`src/clock_pkg.sv`:
```
`default_nettype none

package clock_pkg;

	typedef logic [5:0] unit_t;	// one time field, 0..59
	typedef logic [3:0] digit_t;
	typedef logic [6:0] seg_t;	// {a,b,c,d,e,f,g}, active high

	localparam unit_t SEC_MAX    = 6'd59;
	localparam unit_t MIN_MAX    = 6'd59;
	localparam unit_t HR_MAX     = 6'd23;
	localparam int    NUM_DIGITS = 6;

	typedef struct packed {
		unit_t hr;
		unit_t min;
		unit_t sec;
	} time_t;

	typedef struct packed {
		logic mode;
		logic pos;
		logic inc;
		logic alarm;
	} btn_t;

	typedef enum logic [1:0] {
		MODE_CLOCK,
		MODE_SETUP,
		MODE_ALARM
	} mode_e;

	typedef enum logic [1:0] {
		POS_SEC,
		POS_MIN,
		POS_HR
	} pos_e;

	typedef struct packed {
		seg_t d5;
		seg_t d4;
		seg_t d3;
		seg_t d2;
		seg_t d1;
		seg_t d0;
	} digits_t;

	function automatic unit_t unit_inc(unit_t val, unit_t max);
		return (val >= max) ? '0 : val + 6'd1;
	endfunction

	// setup step of one field, no carry into the next
	function automatic time_t time_inc_field(time_t t, pos_e pos);
		time_t r;
		r = t;
		case (pos)
			POS_SEC: r.sec = unit_inc(t.sec, SEC_MAX);
			POS_MIN: r.min = unit_inc(t.min, MIN_MAX);
			default: r.hr  = unit_inc(t.hr, HR_MAX);
		endcase
		return r;
	endfunction

endpackage

`default_nettype wire
```
`src/digital_clock_top.sv`:
```
`timescale 1ns/1ps
`default_nettype none

module digital_clock_top #(
	parameter int TICK_DIV  = 50_000_000,
	parameter int BLINK_DIV = 12_500_000,
	parameter int SCAN_DIV  = 5_000
) (
	input  wire                                clk,
	input  wire                                rst_n,
	input  wire clock_pkg::btn_t               i_btn,
	output wire clock_pkg::seg_t               o_seg,
	output wire [clock_pkg::NUM_DIGITS-1:0]    o_seg_enb,
	output wire                                o_alarm
);

	import clock_pkg::*;

	btn_t    press;
	mode_e   mode;
	pos_e    pos;
	pos_e    inc_pos;
	logic    sec_tick;
	logic    blink;
	logic    scan_step;
	logic    run;
	logic    set_inc;
	logic    alarm_inc;
	logic    alarm_en;
	time_t   cur_time;
	time_t   alarm_time;
	digits_t digits;

	// ------------------------------------------------------------
	// timing and control
	// ------------------------------------------------------------
	tick_gen #(
		.TICK_DIV	(TICK_DIV),
		.BLINK_DIV	(BLINK_DIV),
		.SCAN_DIV	(SCAN_DIV)
	) u_tick_gen (
		.clk		(clk),
		.rst_n		(rst_n),
		.o_sec_tick	(sec_tick),
		.o_blink	(blink),
		.o_scan_step	(scan_step)
	);

	button_sync u_button_sync (
		.clk		(clk),
		.rst_n		(rst_n),
		.i_btn		(i_btn),
		.o_press	(press)
	);

	clock_ctrl u_clock_ctrl (
		.clk		(clk),
		.rst_n		(rst_n),
		.i_press	(press),
		.i_sec_tick	(sec_tick),
		.o_mode		(mode),
		.o_pos		(pos),
		.o_run		(run),
		.o_set_inc	(set_inc),
		.o_alarm_inc	(alarm_inc),
		.o_inc_pos	(inc_pos),
		.o_alarm_en	(alarm_en)
	);

	// ------------------------------------------------------------
	// datapath and display
	// ------------------------------------------------------------
	time_keeper u_time_keeper (
		.clk		(clk),
		.rst_n		(rst_n),
		.i_run		(run),
		.i_set_inc	(set_inc),
		.i_inc_pos	(inc_pos),
		.o_time		(cur_time)
	);

	alarm_unit u_alarm_unit (
		.clk		(clk),
		.rst_n		(rst_n),
		.i_alarm_inc	(alarm_inc),
		.i_inc_pos	(inc_pos),
		.i_alarm_en	(alarm_en),
		.i_time		(cur_time),
		.o_alarm_time	(alarm_time),
		.o_alarm	(o_alarm)
	);

	seg_encoder u_seg_encoder (
		.i_mode		(mode),
		.i_pos		(pos),
		.i_blink	(blink),
		.i_time		(cur_time),
		.i_alarm_time	(alarm_time),
		.o_digits	(digits)
	);

	display_scan #(
		.NUM_DIGITS	(NUM_DIGITS)
	) u_display_scan (
		.clk		(clk),
		.rst_n		(rst_n),
		.i_scan_step	(scan_step),
		.i_digits	(digits),
		.o_seg		(o_seg),
		.o_seg_enb	(o_seg_enb)
	);

endmodule

`default_nettype wire

```
`src/display_scan.sv`:
```
`timescale 1ns/1ps
`default_nettype none

module display_scan #(
	parameter int NUM_DIGITS = 6
) (
	input  wire                     clk,
	input  wire                     rst_n,
	input  wire                     i_scan_step,
	input  wire clock_pkg::digits_t i_digits,
	output clock_pkg::seg_t         o_seg,
	output logic [NUM_DIGITS-1:0]   o_seg_enb
);

	import clock_pkg::*;

	localparam int IW    = (NUM_DIGITS > 1) ? $clog2(NUM_DIGITS) : 1;
	localparam int SEG_W = $bits(seg_t);

	logic [IW-1:0] idx;
	logic [IW-1:0] idx_next;

	assign idx_next = (idx == IW'(NUM_DIGITS - 1)) ? '0 : idx + IW'(1);

	// parked on the last digit so the first step lands on digit 0
	always_ff @(posedge clk or negedge rst_n) begin
		if (!rst_n) begin
			idx       <= IW'(NUM_DIGITS - 1);
			o_seg_enb <= '1;
		end else if (i_scan_step) begin
			idx       <= idx_next;
			o_seg_enb <= ~(NUM_DIGITS'(1) << idx_next);	// active low
		end
	end

	always_ff @(posedge clk) begin
		if (i_scan_step) begin
			o_seg <= i_digits[idx_next*SEG_W +: SEG_W];
		end
	end

endmodule

`default_nettype wire

```
`src/seg_encoder.sv`:
```
`timescale 1ns/1ps
`default_nettype none

module seg_encoder (
	input  wire clock_pkg::mode_e i_mode,
	input  wire clock_pkg::pos_e  i_pos,
	input  wire                   i_blink,
	input  wire clock_pkg::time_t i_time,
	input  wire clock_pkg::time_t i_alarm_time,
	output clock_pkg::digits_t    o_digits
);

	import clock_pkg::*;

	function automatic seg_t seg_decode(digit_t d);
		case (d)
			4'd0:    return 7'b111_1110;
			4'd1:    return 7'b011_0000;
			4'd2:    return 7'b110_1101;
			4'd3:    return 7'b111_1001;
			4'd4:    return 7'b011_0011;
			4'd5:    return 7'b101_1011;
			4'd6:    return 7'b101_1111;
			4'd7:    return 7'b111_0000;
			4'd8:    return 7'b111_1111;
			4'd9:    return 7'b111_0011;
			default: return 7'b000_0000;
		endcase
	endfunction

	time_t shown;
	unit_t field [3];	// sec, min, hr
	seg_t  seg [NUM_DIGITS];
	logic  setting;

	assign shown   = (i_mode == MODE_ALARM) ? i_alarm_time : i_time;
	assign setting = (i_mode != MODE_CLOCK);

	assign field[0] = shown.sec;
	assign field[1] = shown.min;
	assign field[2] = shown.hr;

	// ones on the even digit, tens on the odd one
	always_comb begin
		for (int i = 0; i < 3; i++) begin
			if (setting && i_blink && (int'(i_pos) == i)) begin
				seg[2*i]   = '0;
				seg[2*i+1] = '0;
			end else begin
				seg[2*i]   = seg_decode(digit_t'(field[i] % 10));
				seg[2*i+1] = seg_decode(digit_t'(field[i] / 10));
			end
		end
	end

	assign o_digits = {seg[5], seg[4], seg[3], seg[2], seg[1], seg[0]};

endmodule

`default_nettype wire

```
`src/alarm_unit.sv`:
```
`timescale 1ns/1ps
`default_nettype none

module alarm_unit (
	input  wire                   clk,
	input  wire                   rst_n,
	input  wire                   i_alarm_inc,
	input  wire clock_pkg::pos_e  i_inc_pos,
	input  wire                   i_alarm_en,
	input  wire clock_pkg::time_t i_time,
	output clock_pkg::time_t      o_alarm_time,
	output logic                  o_alarm
);

	import clock_pkg::*;

	logic match;

	assign match = (i_time == o_alarm_time);

	always_ff @(posedge clk or negedge rst_n) begin
		if (!rst_n) begin
			o_alarm_time <= '0;
		end else if (i_alarm_inc) begin
			o_alarm_time <= time_inc_field(o_alarm_time, i_inc_pos);
		end
	end

	// latched until the enable goes off
	always_ff @(posedge clk or negedge rst_n) begin
		if (!rst_n) begin
			o_alarm <= 1'b0;
		end else if (!i_alarm_en) begin
			o_alarm <= 1'b0;
		end else if (match) begin
			o_alarm <= 1'b1;
		end
	end

endmodule

`default_nettype wire

```
`src/time_keeper.sv`:
```
`timescale 1ns/1ps
`default_nettype none

module time_keeper (
	input  wire                  clk,
	input  wire                  rst_n,
	input  wire                  i_run,
	input  wire                  i_set_inc,
	input  wire clock_pkg::pos_e i_inc_pos,
	output clock_pkg::time_t     o_time
);

	import clock_pkg::*;

	logic sec_wrap;
	logic min_wrap;

	assign sec_wrap = (o_time.sec == SEC_MAX);
	assign min_wrap = (o_time.min == MIN_MAX);

	always_ff @(posedge clk or negedge rst_n) begin
		if (!rst_n) begin
			o_time <= '0;
		end else if (i_run) begin
			o_time.sec <= unit_inc(o_time.sec, SEC_MAX);
			if (sec_wrap) begin
				o_time.min <= unit_inc(o_time.min, MIN_MAX);
				if (min_wrap) begin
					o_time.hr <= unit_inc(o_time.hr, HR_MAX);	// 24h wrap
				end
			end
		end else if (i_set_inc) begin
			o_time <= time_inc_field(o_time, i_inc_pos);
		end
	end

endmodule

`default_nettype wire

```
`src/clock_ctrl.sv`:
```
`timescale 1ns/1ps
`default_nettype none

module clock_ctrl (
	input  wire                  clk,
	input  wire                  rst_n,
	input  wire clock_pkg::btn_t i_press,
	input  wire                  i_sec_tick,
	output clock_pkg::mode_e     o_mode,
	output clock_pkg::pos_e      o_pos,
	output logic                 o_run,
	output logic                 o_set_inc,
	output logic                 o_alarm_inc,
	output clock_pkg::pos_e      o_inc_pos,
	output logic                 o_alarm_en
);

	import clock_pkg::*;

	mode_e mode;
	mode_e mode_next;
	pos_e  pos;
	pos_e  pos_next;

	// ------------------------------------------------------------
	// mode and position stepping
	// ------------------------------------------------------------
	always_comb begin
		mode_next = mode;
		if (i_press.mode) begin
			case (mode)
				MODE_CLOCK: mode_next = MODE_SETUP;
				MODE_SETUP: mode_next = MODE_ALARM;
				default:    mode_next = MODE_CLOCK;
			endcase
		end
	end

	always_comb begin
		pos_next = pos;
		if (i_press.pos) begin
			case (pos)
				POS_SEC: pos_next = POS_MIN;
				POS_MIN: pos_next = POS_HR;
				default: pos_next = POS_SEC;
			endcase
		end
	end

	always_ff @(posedge clk or negedge rst_n) begin
		if (!rst_n) begin
			mode       <= MODE_CLOCK;
			pos        <= POS_SEC;
			o_alarm_en <= 1'b0;
		end else begin
			mode <= mode_next;
			pos  <= pos_next;
			if (i_press.alarm) begin
				o_alarm_en <= ~o_alarm_en;
			end
		end
	end

	// ------------------------------------------------------------
	// enables to the datapath
	// ------------------------------------------------------------
	assign o_mode      = mode;
	assign o_pos       = pos;
	assign o_inc_pos   = pos;
	assign o_run       = i_sec_tick && (mode != MODE_SETUP);	// time frozen in setup
	assign o_set_inc   = i_press.inc && (mode == MODE_SETUP);
	assign o_alarm_inc = i_press.inc && (mode == MODE_ALARM);

endmodule

`default_nettype wire

```
`src/button_sync.sv`:
```
`timescale 1ns/1ps
`default_nettype none

module button_sync (
	input  wire             clk,
	input  wire             rst_n,
	input  wire clock_pkg::btn_t i_btn,
	output clock_pkg::btn_t o_press
);

	import clock_pkg::*;

	btn_t sync1;
	btn_t sync2;
	btn_t prev;	// last synchronized level

	always_ff @(posedge clk or negedge rst_n) begin
		if (!rst_n) begin
			sync1   <= '0;
			sync2   <= '0;
			prev    <= '0;
			o_press <= '0;
		end else begin
			sync1   <= i_btn;
			sync2   <= sync1;
			prev    <= sync2;
			o_press <= sync2 & ~prev;	// rising edge only
		end
	end

endmodule

`default_nettype wire

```
`src/tick_gen.sv`:
```
`timescale 1ns/1ps
`default_nettype none

module tick_gen #(
	parameter int TICK_DIV  = 50_000_000,
	parameter int BLINK_DIV = 12_500_000,
	parameter int SCAN_DIV  = 5_000
) (
	input  wire  clk,
	input  wire  rst_n,
	output logic o_sec_tick,
	output logic o_blink,
	output logic o_scan_step
);

	localparam int MAX_TB  = (TICK_DIV > BLINK_DIV) ? TICK_DIV : BLINK_DIV;
	localparam int MAX_DIV = (MAX_TB > SCAN_DIV) ? MAX_TB : SCAN_DIV;
	localparam int CW      = (MAX_DIV > 1) ? $clog2(MAX_DIV) : 1;

	// 0 second, 1 blink, 2 scan
	localparam int DIV [3] = '{TICK_DIV, BLINK_DIV, SCAN_DIV};

	logic [CW-1:0] cnt [3];
	logic [2:0]    hit;

	always_comb begin
		for (int i = 0; i < 3; i++) begin
			hit[i] = (cnt[i] == '0);
		end
	end

	// down-counters, reload on zero
	always_ff @(posedge clk or negedge rst_n) begin
		if (!rst_n) begin
			for (int i = 0; i < 3; i++) begin
				cnt[i] <= CW'(DIV[i] - 1);
			end
		end else begin
			for (int i = 0; i < 3; i++) begin
				cnt[i] <= hit[i] ? CW'(DIV[i] - 1) : cnt[i] - CW'(1);
			end
		end
	end

	always_ff @(posedge clk or negedge rst_n) begin
		if (!rst_n) begin
			o_blink <= 1'b0;
		end else if (hit[1]) begin
			o_blink <= ~o_blink;
		end
	end

	assign o_sec_tick  = hit[0];	// last cycle of each second
	assign o_scan_step = hit[2];

endmodule

`default_nettype wire

```
`config.mk`:
```
export PLATFORM = sky130hd
export DESIGN_NAME = digital_clock_top
export DESIGN_NICKNAME = d
export VERILOG_FILES = /design/src/clock_pkg.sv /design/src/digital_clock_top.sv /design/src/display_scan.sv /design/src/seg_encoder.sv /design/src/alarm_unit.sv /design/src/time_keeper.sv /design/src/clock_ctrl.sv /design/src/button_sync.sv /design/src/tick_gen.sv
export SDC_FILE = /design/constraint.sdc
export NUM_CORES = 1
export LEC_CHECK = 0
export ABC_CLOCK_PERIOD_IN_PS = 5600
export CORE_UTILIZATION = 42
export CTS_BUF_LIST = sky130_fd_sc_hd__clkbuf_16
export CTS_CLUSTER_DIAMETER = 150
export DETAILED_ROUTE_END_ITERATION = 8
export DONT_BUFFER_PORTS = 1
export PLACE_DENSITY = 0.66
export RECOVER_POWER = 50
export SETUP_SLACK_MARGIN = 0.4
export SLEW_MARGIN = 10
export SYNTH_ARGS = -nofsm -noshare
export SYNTH_HDL_FRONTEND = slang
export SYNTH_SLANG_ARGS = --single-unit
export TNS_END_PERCENT = 20
```
`constraint.sdc`:
```
create_clock -name clk -period 5.6 [get_ports clk]
set_clock_uncertainty 0.2 [all_clocks]
set_input_delay 0.28 -clock clk [delete_from_list [all_inputs] [get_ports clk]]
set_output_delay 0.28 -clock clk [all_outputs]
set_load 0.05 [all_outputs]
```
==> run_results.csv, run 1 <==
group,metric,value,unit
timing,fin_setup_tns,0,ns
cts,cts_buffers,17,
yosys,synth_edf_count,7,
outcome,status,"complete, but fails checks",
drt,ant_nets,0,
critical_path,cpPeakStageDelay,0.53,ns
run,cap_violations,1,
timing,period_share,0.914,
critical_path,critPathCaptureType,"flip-flop",
critical_path,cp_cell_sequence,"clkbuf_1 -> nand2b_1 -> a21o_1 -> inv_1 -> ha_2 -> a211oi_2 -> inv_1 -> ha_4 -> o31a_1 -> or4b_4 -> nand2_4 -> inv_2 -> xnor2_2 -> ha_2 -> inv_1 -> a21o_1 -> o211ai_2 -> or2_4 -> a21oi_1 -> o31a_1 -> or4_1",
critical_path,cp_common_cell,"inv_1",
cts,htreeDepth,4,
cells_and_area,mostFrequentLayoutCell,"nand2_1",
critical_path,crit_type,"reg -> reg",
place,port_buffers,0,
yosys,ys.flop_type,"dfrtp_1",
cts,cts.sinks,153,
cells_and_area,nFillCells,2190,
critical_path,worstPathRequired,5.56,ns
drt,wl,23.6,mm
global_routing,grt_usage,0.193,
cts,cts_tree,"built",
global_routing,antenna_found_initial,0,
timing,setup_slack,0.480,ns
drt,vias,8592,
critical_path,start_kind,"flip-flop",
yosys,syn_area,0.0103,mm²
yosys,syn_area_per_cell,8.85,µm²
cts,clk_latency,0.44,ns
timing,slew_headroom,-1.40,
place,place.gp.congestion,0.907,
die,initial_core_util,0.434,
die,rows,56,
global_routing,grt_max_degree,147,
critical_path,arrival,5.08,ns
global_routing,grt_pass1_wl,38.5,mm
drt,dr.first_iter.drc_count,605,
yosys,synth_cell_types,86,
global_routing,grt_pass1_vias,7926,
power,ir_drop,0.202,mV
yosys,synthTopCellsByArea,"dfrtp_1 (24%), dfstp_2 (12%), ha_1 (6.6%), nand2_1 (4.7%), nor2_1 (4.3%)",
critical_path,path_buf_inv,5,
timing,rsz0062_at_grt,"false",
critical_path,crit_path_max_fanout,8,
cells_and_area,drive_gt1_frac,0.171,
yosys,ys_ff_latch,153,
yosys,yosysTopAreaCell,"dfrtp_1",
place,dp_hpwl,16.2,mm
yosys,synth-seq-area-share,0.381,
drt,viasPerCell,5.63,
place,dpl_cell_area,0.0107,mm²
timing,worst_pin_slew,3.59,ns
power,leakage,4.95,nW
drt,drc,0,
timing,max_freq,195,MHz
critical_path,crit_slowest_cell,"or4b_4",
yosys,async_flop_share,0.954,
die,core_region_area,0.0238,mm²
cells_and_area,n_antenna_cell,0,
timing,maxSlewViolCount,147,
timing,hold_viol_final,0,
yosys,netlist_instances,1164,
die,die_area,0.0252,mm²
global_routing,overflow,0,
cells_and_area,final_cell_mix,"nand2_1 (126), nor2_1 (117), dfrtp_1 (97)",
cts,path_clk_slew,0.07,ns
timing,setup_viol,0,
place,post-place-ws,0.115,ns
cells_and_area,final_net_count,1253,
power,pwr_density_cell,340,mW/mm²
yosys,yosys_warnings,0,
worst_hold_path,hold_path.class,"reg -> reg",
cells_and_area,final_area,0.0117,mm²
die,die_h,159,µm
cts,root_buffer,"clkbuf_16",
yosys,synth_top_area_frac,0.236,
die,io_pins,20,
drt,dr.pass1.iters,5,
yosys,syn_nets,1224,
cts,clock_tree.buffer_depth,2,
outcome,violations,"capacitance limit, slew limit",
die,die_w,159,µm
timing,min_period,5.12,ns
critical_path,critical_path.top_delay_family,"simple AND/OR/NAND/NOR gates",
drt,wire_per_inst,15.5,µm
cells_and_area,area_growth,13.8,%
## routing by layer
layer	wire [µm]	track usage
met2	11000	0.313
met4	482	0.0641
met3	1120	0.0411
met1	11000	0.254
met5	0	0
## final timing paths
check	startpoint	to	slack, ns	depth (start not counted)
setup / recovery	u_clock_ctrl.o_mode[0]	u_display_scan.o_seg[6]	0.48	21
hold / removal	u_button_sync.sync1[0]	u_button_sync.sync2[0]	0.15	0
setup reg to reg	u_clock_ctrl.o_mode[0]	u_display_scan.o_seg[6]	0.48	21
hold reg to reg	u_button_sync.sync1[0]	u_button_sync.sync2[0]	0.15	0
max in group asynchronous	rst_n	u_tick_gen.cnt[51]	1.70	2
min in group asynchronous	rst_n	u_alarm_unit.o_alarm_time[15]	1.31	2
## cell type report
type,instances,area (µm²),share of cell area
Clock inverter,15,198,0.0169
Clock buffer,17,425,0.0363
Inverter,60,225,0.0192
Sequential cell,153,3930,0.335
Tap cell,319,399,0.0340
Timing Repair Buffer,56,438,0.0373
Multi-Input combinational cell,905,6120,0.522
## timing repair
item | in CTS | in global routing
hold endpoints to repair | 150 | 0
gates resized for setup | 5 | 38
endpoints found under the setup margin | 5 | 7
buffers inserted | 3 | 29
hold buffers | 6 | 0
pin swaps | 2 | 16
## power breakdown
group,switching (W),total (W),internal [W]
clock network,0.000557,0.00120,0.000648
registers,0.000122,0.00132,0.00120
logic,0.000828,0.00147,0.000641
## stage by stage
step	power [W]	hold WS, ns	utilization	instances
after detailed placement	0.00263	-0.203	0.450	1455
after CTS	0.00389	0.146	0.480	1496
final	0.00399	0.148	0.494	1525
after floorplan	0.00232	-0.216	-	1164
after global placement	0.00262	-0.203	0.450	1455
after global routing	0.00423	0.146	0.494	1525
## state kept, by name, summed over array words and instances, names as in the netlist
name and flops:
u_alarm_unit.o_alarm 1, u_alarm_unit.o_alarm_time 18, u_button_sync.o_press 4, u_button_sync.prev 4, u_button_sync.sync1 4, u_button_sync.sync2 4, u_clock_ctrl.o_alarm_en 1, u_clock_ctrl.o_inc_pos 2
u_clock_ctrl.o_mode 2, u_display_scan.idx 3, u_display_scan.o_seg 7, u_display_scan.o_seg_enb 6, u_tick_gen.cnt 78, u_tick_gen.o_blink 1, u_time_keeper.o_time 18
## synthesized netlist by cell type (5+ instances only)
| library cell | number |
|---|---|
| nor3_1 | 40 |
| o31ai_1 | 14 |
| o21a_1 | 5 |
| o21ai_0 | 66 |
| a21o_1 | 13 |
| nor2_1 | 117 |
| a21oi_1 | 46 |
| nand3_1 | 31 |
| inv_1 | 59 |
| buf_2 | 7 |
| edfxtp_1 | 7 |
| nand2b_1 | 24 |
| a31oi_1 | 21 |
| mux2_2 | 19 |
| xnor2_1 | 44 |
| and2_1 | 7 |
| o22ai_1 | 9 |
| mux2i_1 | 24 |
| dfrtp_1 | 97 |
| ha_1 | 54 |
| a41oi_1 | 5 |
| or3_1 | 10 |
| nor4_1 | 18 |
| clkbuf_1 | 34 |
| o211ai_1 | 10 |
| xor2_1 | 41 |
| and3_1 | 11 |
| a211oi_1 | 8 |
| nor2b_1 | 19 |
| a211o_1 | 7 |
| or4_1 | 9 |
| dfstp_2 | 49 |
| nand2_1 | 128 |
| nand4_1 | 6 |
## cells by family (layout without fill, tap and decap cells)
kind of cell | Yosys count | in the layout | synth area share
xor gates and xnor gates | 85 | 85 | 0.0722
adders and majority gates | 54 | 54 | 0.0656
muxes | 45 | 45 | 0.0476
buffers and inverters | 106 | 148 | 0.0398
and+or+nand+nor | 451 | 451 | 0.215
DFF | 153 | 153 | 0.381
AOI/OAI and AO/OA | 270 | 270 | 0.178
No activity file was read; power rests on OpenSTA's default activity.
==> run 2: changes to the inputs <==
- SYNTH_HIERARCHICAL: default -> 1
==> run_results.csv, run 2 <==
group,metric,value,unit
outcome,status,"complete, but fails checks",
outcome,violations,"capacitance limit, slew limit",
drt,dr.first_iter.drc_count,736,
yosys,netlist_instances,1148,
critical_path,cp_cell_sequence,"nand2b_4 -> mux2_4 -> inv_2 -> ha_2 -> nor2_1 -> mux2i_1 -> ha_1 -> inv_1 -> nand2_1 -> a2111o_1 -> a211o_1 -> and3_4 -> and2_4 -> o21a_2 -> xnor2_2 -> ha_2 -> nand2_1 -> a21oi_1 -> a31o_2 -> o31ai_1 -> a2111oi_1 -> o21ai_1",
cells_and_area,final_area,0.0119,mm²
timing,rsz0062_at_grt,"true",
critical_path,crit_type,"reg -> reg",
cells_and_area,nFillCells,2387,
critical_path,critical_path.top_delay_family,"compound AO/OA/AOI/OAI gates",
global_routing,overflow,0,
cts,cts.sinks,153,
cts,path_clk_slew,0.07,ns
critical_path,critPathCaptureType,"flip-flop",
critical_path,crit_path_max_fanout,8,
timing,min_period,5.13,ns
critical_path,crit_slowest_cell,"dfrtp_2",
cells_and_area,area_growth,9.19,%
yosys,synth_cell_types,123,
timing,worst_pin_slew,3.58,ns
timing,maxSlewViolCount,147,
worst_hold_path,hold_path.class,"reg -> reg",
drt,viasPerCell,5.67,
yosys,syn_nets,1209,
global_routing,grt_max_degree,147,
yosys,async_flop_share,0.954,
critical_path,start_kind,"flip-flop",
cells_and_area,n_antenna_cell,0,
die,core_region_area,0.0253,mm²
cells_and_area,regMostFlops,"u_tick_gen/cnt",
yosys,yosys_warnings,6,
drt,wire_per_inst,15.6,µm
timing,hold_viol_final,0,
cells_and_area,reg_top3,"u_tick_gen/cnt: 78 flops, u_alarm_unit/o_alarm_time: 18 flops, u_time_keeper/o_time: 18 flops",
yosys,synth_edf_count,7,
place,port_buffers,0,
drt,drc,0,
cts,cts_tree,"built",
cts,root_buffer,"clkbuf_16",
yosys,yosysTopAreaCell,"dfrtp_1",
run,cap_violations,1,
cts,clock_tree.buffer_depth,2,
yosys,yosysMostFrequentCell,"nand2_1",
yosys,syn_area_per_cell,9.51,µm²
place,post-place-ws,0.232,ns
die,die_h,163,µm
cts,clk_latency,0.44,ns
power,power.total,0.00385,W
timing,setup_slack,0.469,ns
power,ir_drop,0.190,mV
yosys,synth-seq-area-share,0.360,
timing,fin_setup_tns,0,ns
timing,setup_viol,0,
cells_and_area,mostFrequentLayoutCell,"nand2_1",
place,place.gp.congestion,0.891,
timing,slew_headroom,-1.39,
cells_and_area,final_net_count,1215,
die,io_pins,20,
place,dp_hpwl,16.2,mm
power,pwr_density_cell,323,mW/mm²
global_routing,grt_usage,0.181,
critical_path,arrival,5.11,ns
cells_and_area,final_cell_mix,"nand2_1 (104), dfrtp_1 (96), nor2_1 (87)",
cells_and_area,drive_gt1_frac,0.181,
global_routing,grt_pass1_wl,39.1,mm
drt,vias,8495,
drt,dr.pass1.iters,5,
global_routing,antenna_found_initial,0,
yosys,syn_area,0.0109,mm²
yosys,yosys-top-cells-count,"nand2_1 (104), dfrtp_1 (97), nor2_1 (87), o21ai_0 (57), ha_1 (55)",
critical_path,path_buf_inv,2,
power,leakage,4.89,nW
timing,max_freq,195,MHz
cells_and_area,largest_reg_flops,78,
yosys,synthTopCellsByArea,"dfrtp_1 (22%), dfstp_2 (12%), ha_1 (6.3%), nand2_1 (3.6%), nor2_1 (3.0%)",
cts,cts_buffers,17,
yosys,synth_top_area_frac,0.222,
drt,wl,23.4,mm
die,rows,58,
die,die_w,163,µm
die,initial_core_util,0.431,
place,dpl_cell_area,0.0112,mm²
drt,ant_nets,0,
critical_path,cpPeakStageDelay,0.45,ns
global_routing,grt_pass1_vias,8018,
yosys,ys.flop_type,"dfrtp_1",
timing,period_share,0.916,
cts,htreeDepth,4,
yosys,ys_ff_latch,153,
critical_path,worstPathRequired,5.58,ns
die,die_area,0.0266,mm²
[run 2: cell types whose count changed in the layout (fill, tap and decap cells not counted), sizes merged, moves of 10 or more]
cell / change
buf: -30
nor2: -30
nand2: -20
a31oi: -14
xor2: -14
a21oi: +13
xnor2: -12
o31ai: +11
nand4: +10
[run 2: cell families after synthesis]
logic type | share of synthesized area
DFF | 0.359
xor gates and xnor gates | 0.0487
adders and majority gates | 0.0649
muxes | 0.0495
AOI/OAI and AO/OA | 0.204
buffers and inverters | 0.0416
and+or+nand+nor | 0.232
[run 2: path summary, 6_finish.rpt]
| path | cells after the start | from | endpoint | slack, ns |
|---|---|---|---|---|
| setup reg to reg | 22 | u_clock_ctrl/o_mode[0] | u_display_scan/o_seg[0] | 0.47 |
| min in group asynchronous | 2 | rst_n | u_tick_gen/cnt[63] | 1.38 |
| hold / removal | 0 | u_button_sync/sync1[3] | u_button_sync/sync2[3] | 0.15 |
| setup / recovery | 22 | u_clock_ctrl/o_mode[0] | u_display_scan/o_seg[0] | 0.47 |
| max in group asynchronous | 2 | rst_n | u_clock_ctrl/o_mode[0] | 1.48 |
| hold reg to reg | 0 | u_button_sync/sync1[3] | u_button_sync/sync2[3] | 0.15 |
[run 2: final cells by class]
| type | count | area (µm²) | share of cell area |
|---|---|---|---|
| clock inverters | 15 | 171 | 0.0144 |
| repair buffers | 25 | 198 | 0.0166 |
| flip-flops and latches | 153 | 3930 | 0.329 |
| well taps | 330 | 413 | 0.0346 |
| multi-input cells | 905 | 6590 | 0.553 |
| inverters | 52 | 198 | 0.0166 |
| clock buffers | 17 | 425 | 0.0357 |
[run 2: per-layer routing]
metal  vias up  part of all wire  GRT usage
met4         0             0.015     0.0573
li1       4236                 -          -
met2       128              0.47      0.295
met3        30             0.032     0.0289
met5         -                 0          0
met1      4101              0.48      0.245
[run 2: power by group]
part | internal [W] | leakage, nW | switching [W]
clock network | 0.000605 | 0.294 | 0.000559
registers | 0.00120 | 1.83 | 0.000154
logic | 0.000590 | 2.77 | 0.000745
total | 0.00239 | 4.89 | 0.00146
[run 2: what timing repair did]
item                                    CTS  global route
resized for setup                         7            11
setup buffers                             0             8
cloned                                    0             0
endpoints found under the setup margin    5             7
hold buffers                              6             0
pin swaps                                 2             6
hold endpoints to repair                150             0
[run 2: stage by stage]
step | utilization | cells | hold slack (ns)
floorplan | - | 1148 | -0.216
global placement | 0.441 | 1451 | -0.209
detailed placement | 0.441 | 1451 | -0.210
CTS | 0.469 | 1489 | 0.154
global route | 0.471 | 1497 | 0.166
finish | 0.471 | 1497 | 0.152
==> run 3: changes to the inputs <==
- CORE_UTILIZATION: 42 -> 50
- PLACE_DENSITY: 0.66 -> 0.75
==> run_results.csv, run 3 (synthesized netlist as in run 2, its figures left out) <==
group,metric,value,unit
cells_and_area,reg_top3,"u_tick_gen/cnt: 78 flops, u_alarm_unit/o_alarm_time: 18 flops, u_time_keeper/o_time: 18 flops",
cts,htreeDepth,4,
cts,cts_buffers,17,
die,rows,53,
critical_path,reg2reg_to,"u_display_scan/o_seg[0]",
place,place.gp.congestion,0.887,
power,pwr_density_cell,326,mW/mm²
drt,dr.pass1.iters,5,
cts,cts_tree,"built",
drt,ant_nets,0,
global_routing,overflow,0,
drt,wire_per_inst,15.8,µm
drt,viasPerCell,5.95,
timing,setup_viol,0,
critical_path,crit_slowest_cell,"dfrtp_1",
worst_hold_path,hold_end,"u_button_sync/sync2[2]",
timing,max_freq,194,MHz
die,initial_core_util,0.515,
outcome,violations,"capacitance limit, slew limit",
timing,fin_setup_tns,0,ns
run,cap_violations,1,
critical_path,crit_path_max_fanout,7,
critical_path,crit_type,"reg -> reg",
global_routing,grt_usage,0.212,
cts,clk_latency,0.43,ns
cells_and_area,final_net_count,1221,
timing,rsz0062_at_grt,"true",
global_routing,grt_pass1_wl,38.3,mm
worst_hold_path,hold_start,"u_button_sync/sync1[2]",
cts,root_buffer,"clkbuf_16",
worst_hold_path,hold_path.class,"reg -> reg",
timing,hold_viol_final,0,
die,core_region_area,0.0212,mm²
critical_path,worstReg2RegStart,"u_clock_ctrl/o_mode[0]",
critical_path,reg2reg_depth,22,
cells_and_area,drive_gt1_frac,0.185,
drt,dr.first_iter.drc_count,652,
power,ir_drop,0.192,mV
die,io_pins,20,
timing,slew_headroom,-1.33,
critical_path,critPathCaptureType,"flip-flop",
power,leakage,4.94,nW
cells_and_area,regMostFlops,"u_tick_gen/cnt",
timing,whs,0.149,ns
critical_path,cpPeakStageDelay,0.48,ns
cells_and_area,largest_reg_flops,78,
critical_path,worstPathRequired,5.57,ns
cts,clock_tree.buffer_depth,2,
global_routing,grt_pass1_vias,8045,
place,post-place-ws,0.185,ns
drt,wl,22.9,mm
timing,worst_pin_slew,3.49,ns
drt,vias,8616,
critical_path,cp_cell_sequence,"nand2b_4 -> mux2_4 -> inv_2 -> ha_4 -> nor2_1 -> mux2i_1 -> ha_1 -> inv_1 -> nand2_1 -> a2111o_1 -> a211o_1 -> and3_4 -> and2_4 -> o21a_4 -> xnor2_2 -> ha_2 -> nand2_1 -> a21oi_2 -> a31o_2 -> o31ai_1 -> a2111oi_1 -> o21ai_1",
cts,cts.sinks,153,
critical_path,ff2ff_setup_slack,0.44,ns
worst_hold_path,hold_depth,0,
cells_and_area,area_growth,9.35,%
cells_and_area,nFillCells,1847,
critical_path,arrival,5.13,ns
critical_path,start_kind,"flip-flop",
cells_and_area,mostFrequentLayoutCell,"nand2_1",
die,die_w,150,µm
cells_and_area,n_antenna_cell,0,
place,dp_hpwl,15.8,mm
outcome,status,"complete, but fails checks",
critical_path,cp_common_cell,"nand2_1",
timing,min_period,5.16,ns
timing,maxSlewViolCount,147,
place,port_buffers,0,
die,die_area,0.0224,mm²
global_routing,antenna_found_initial,0,
timing,period_share,0.921,
cells_and_area,final_cell_mix,"nand2_1 (104), dfrtp_1 (96), nor2_1 (87)",
die,die_h,150,µm
cts,path_clk_slew,0.07,ns
drt,drc,0,
global_routing,grt_max_degree,147,
timing,setup_slack,0.443,ns
[run 3: where the power goes]
group / total [W] / internal, W / switching [W]
Sequential: 0.00135 / 0.00120 / 0.000153
Combinational: 0.00135 / 0.000607 / 0.000743
Clock: 0.00119 / 0.000703 / 0.000485
[run 3: worst max path at each step]
stage               slack [ns]                    from  cells after the start                       to
detailed placement        0.19  u_clock_ctrl/o_mode[0]                     22  u_display_scan/o_seg[0]
CTS                       0.40  u_clock_ctrl/o_mode[0]                     22  u_display_scan/o_seg[0]
global placement          0.38  u_clock_ctrl/o_mode[0]                     22  u_display_scan/o_seg[0]
finish                    0.44  u_clock_ctrl/o_mode[0]                     22  u_display_scan/o_seg[0]
global route              0.30  u_clock_ctrl/o_mode[0]                     22  u_display_scan/o_seg[0]
floorplan                 0.53  u_clock_ctrl/o_mode[1]                     24  u_display_scan/o_seg[0]
[run 3: metrics by stage]
| step | std cells | total power, W | instance area [µm²] | util |
|---|---|---|---|---|
| after global placement | 1394 | 0.00258 | 11100 | 0.522 |
| after floorplan | 1148 | 0.00237 | 10900 | - |
| final | 1448 | 0.00389 | 11900 | 0.563 |
| after global routing | 1448 | 0.00412 | 11900 | 0.563 |
| after CTS | 1433 | 0.00385 | 11800 | 0.555 |
| after detailed placement | 1394 | 0.00261 | 11100 | 0.522 |
[run 3: timing repair]
item                                    in CTS  in global routing
gates resized for setup                      8                 16
buffers inserted                             1                 15
endpoints found under the setup margin       5                  7
hold endpoints to repair                   150                  0
hold buffers                                 6                  0
pin swaps                                    1                  8
[run 3: critical path, delay by kind of cell, from the launching register on]
| kind | cells | cell delay, ns |
|---|---|---|
| multiplexers | 2 | 0.55 |
| buffers and inverters | 2 | 0.18 |
| AO/OA/AOI/OAI | 8 | 1.87 |
| XOR/XNOR | 1 | 0.21 |
| AND/OR/NAND/NOR | 6 | 0.73 |
| adder cells (fa/ha/maj) | 3 | 0.68 |
| flip-flops | 1 | 0.48 |
[run 3: metal layers]
metal  routed length (µm)  up-vias  GRT usage  part of all wire
met5                    0        -          0                 0
met2                10900      164      0.340              0.47
met1                10800     4176      0.288              0.47
li1                     -     4250          -                 -
met4                  352        0     0.0672             0.015
met3                  890       26     0.0396             0.039
[run 3: cell type report]
cell class	count	area [µm²]	share of cell area
repair buffers	31	246	0.0206
well taps	275	344	0.0288
inverters	52	198	0.0166
clock buffers	17	425	0.0356
multi-input cells	905	6630	0.555
clock inverters	15	174	0.0146
flip-flops and latches	153	3930	0.329
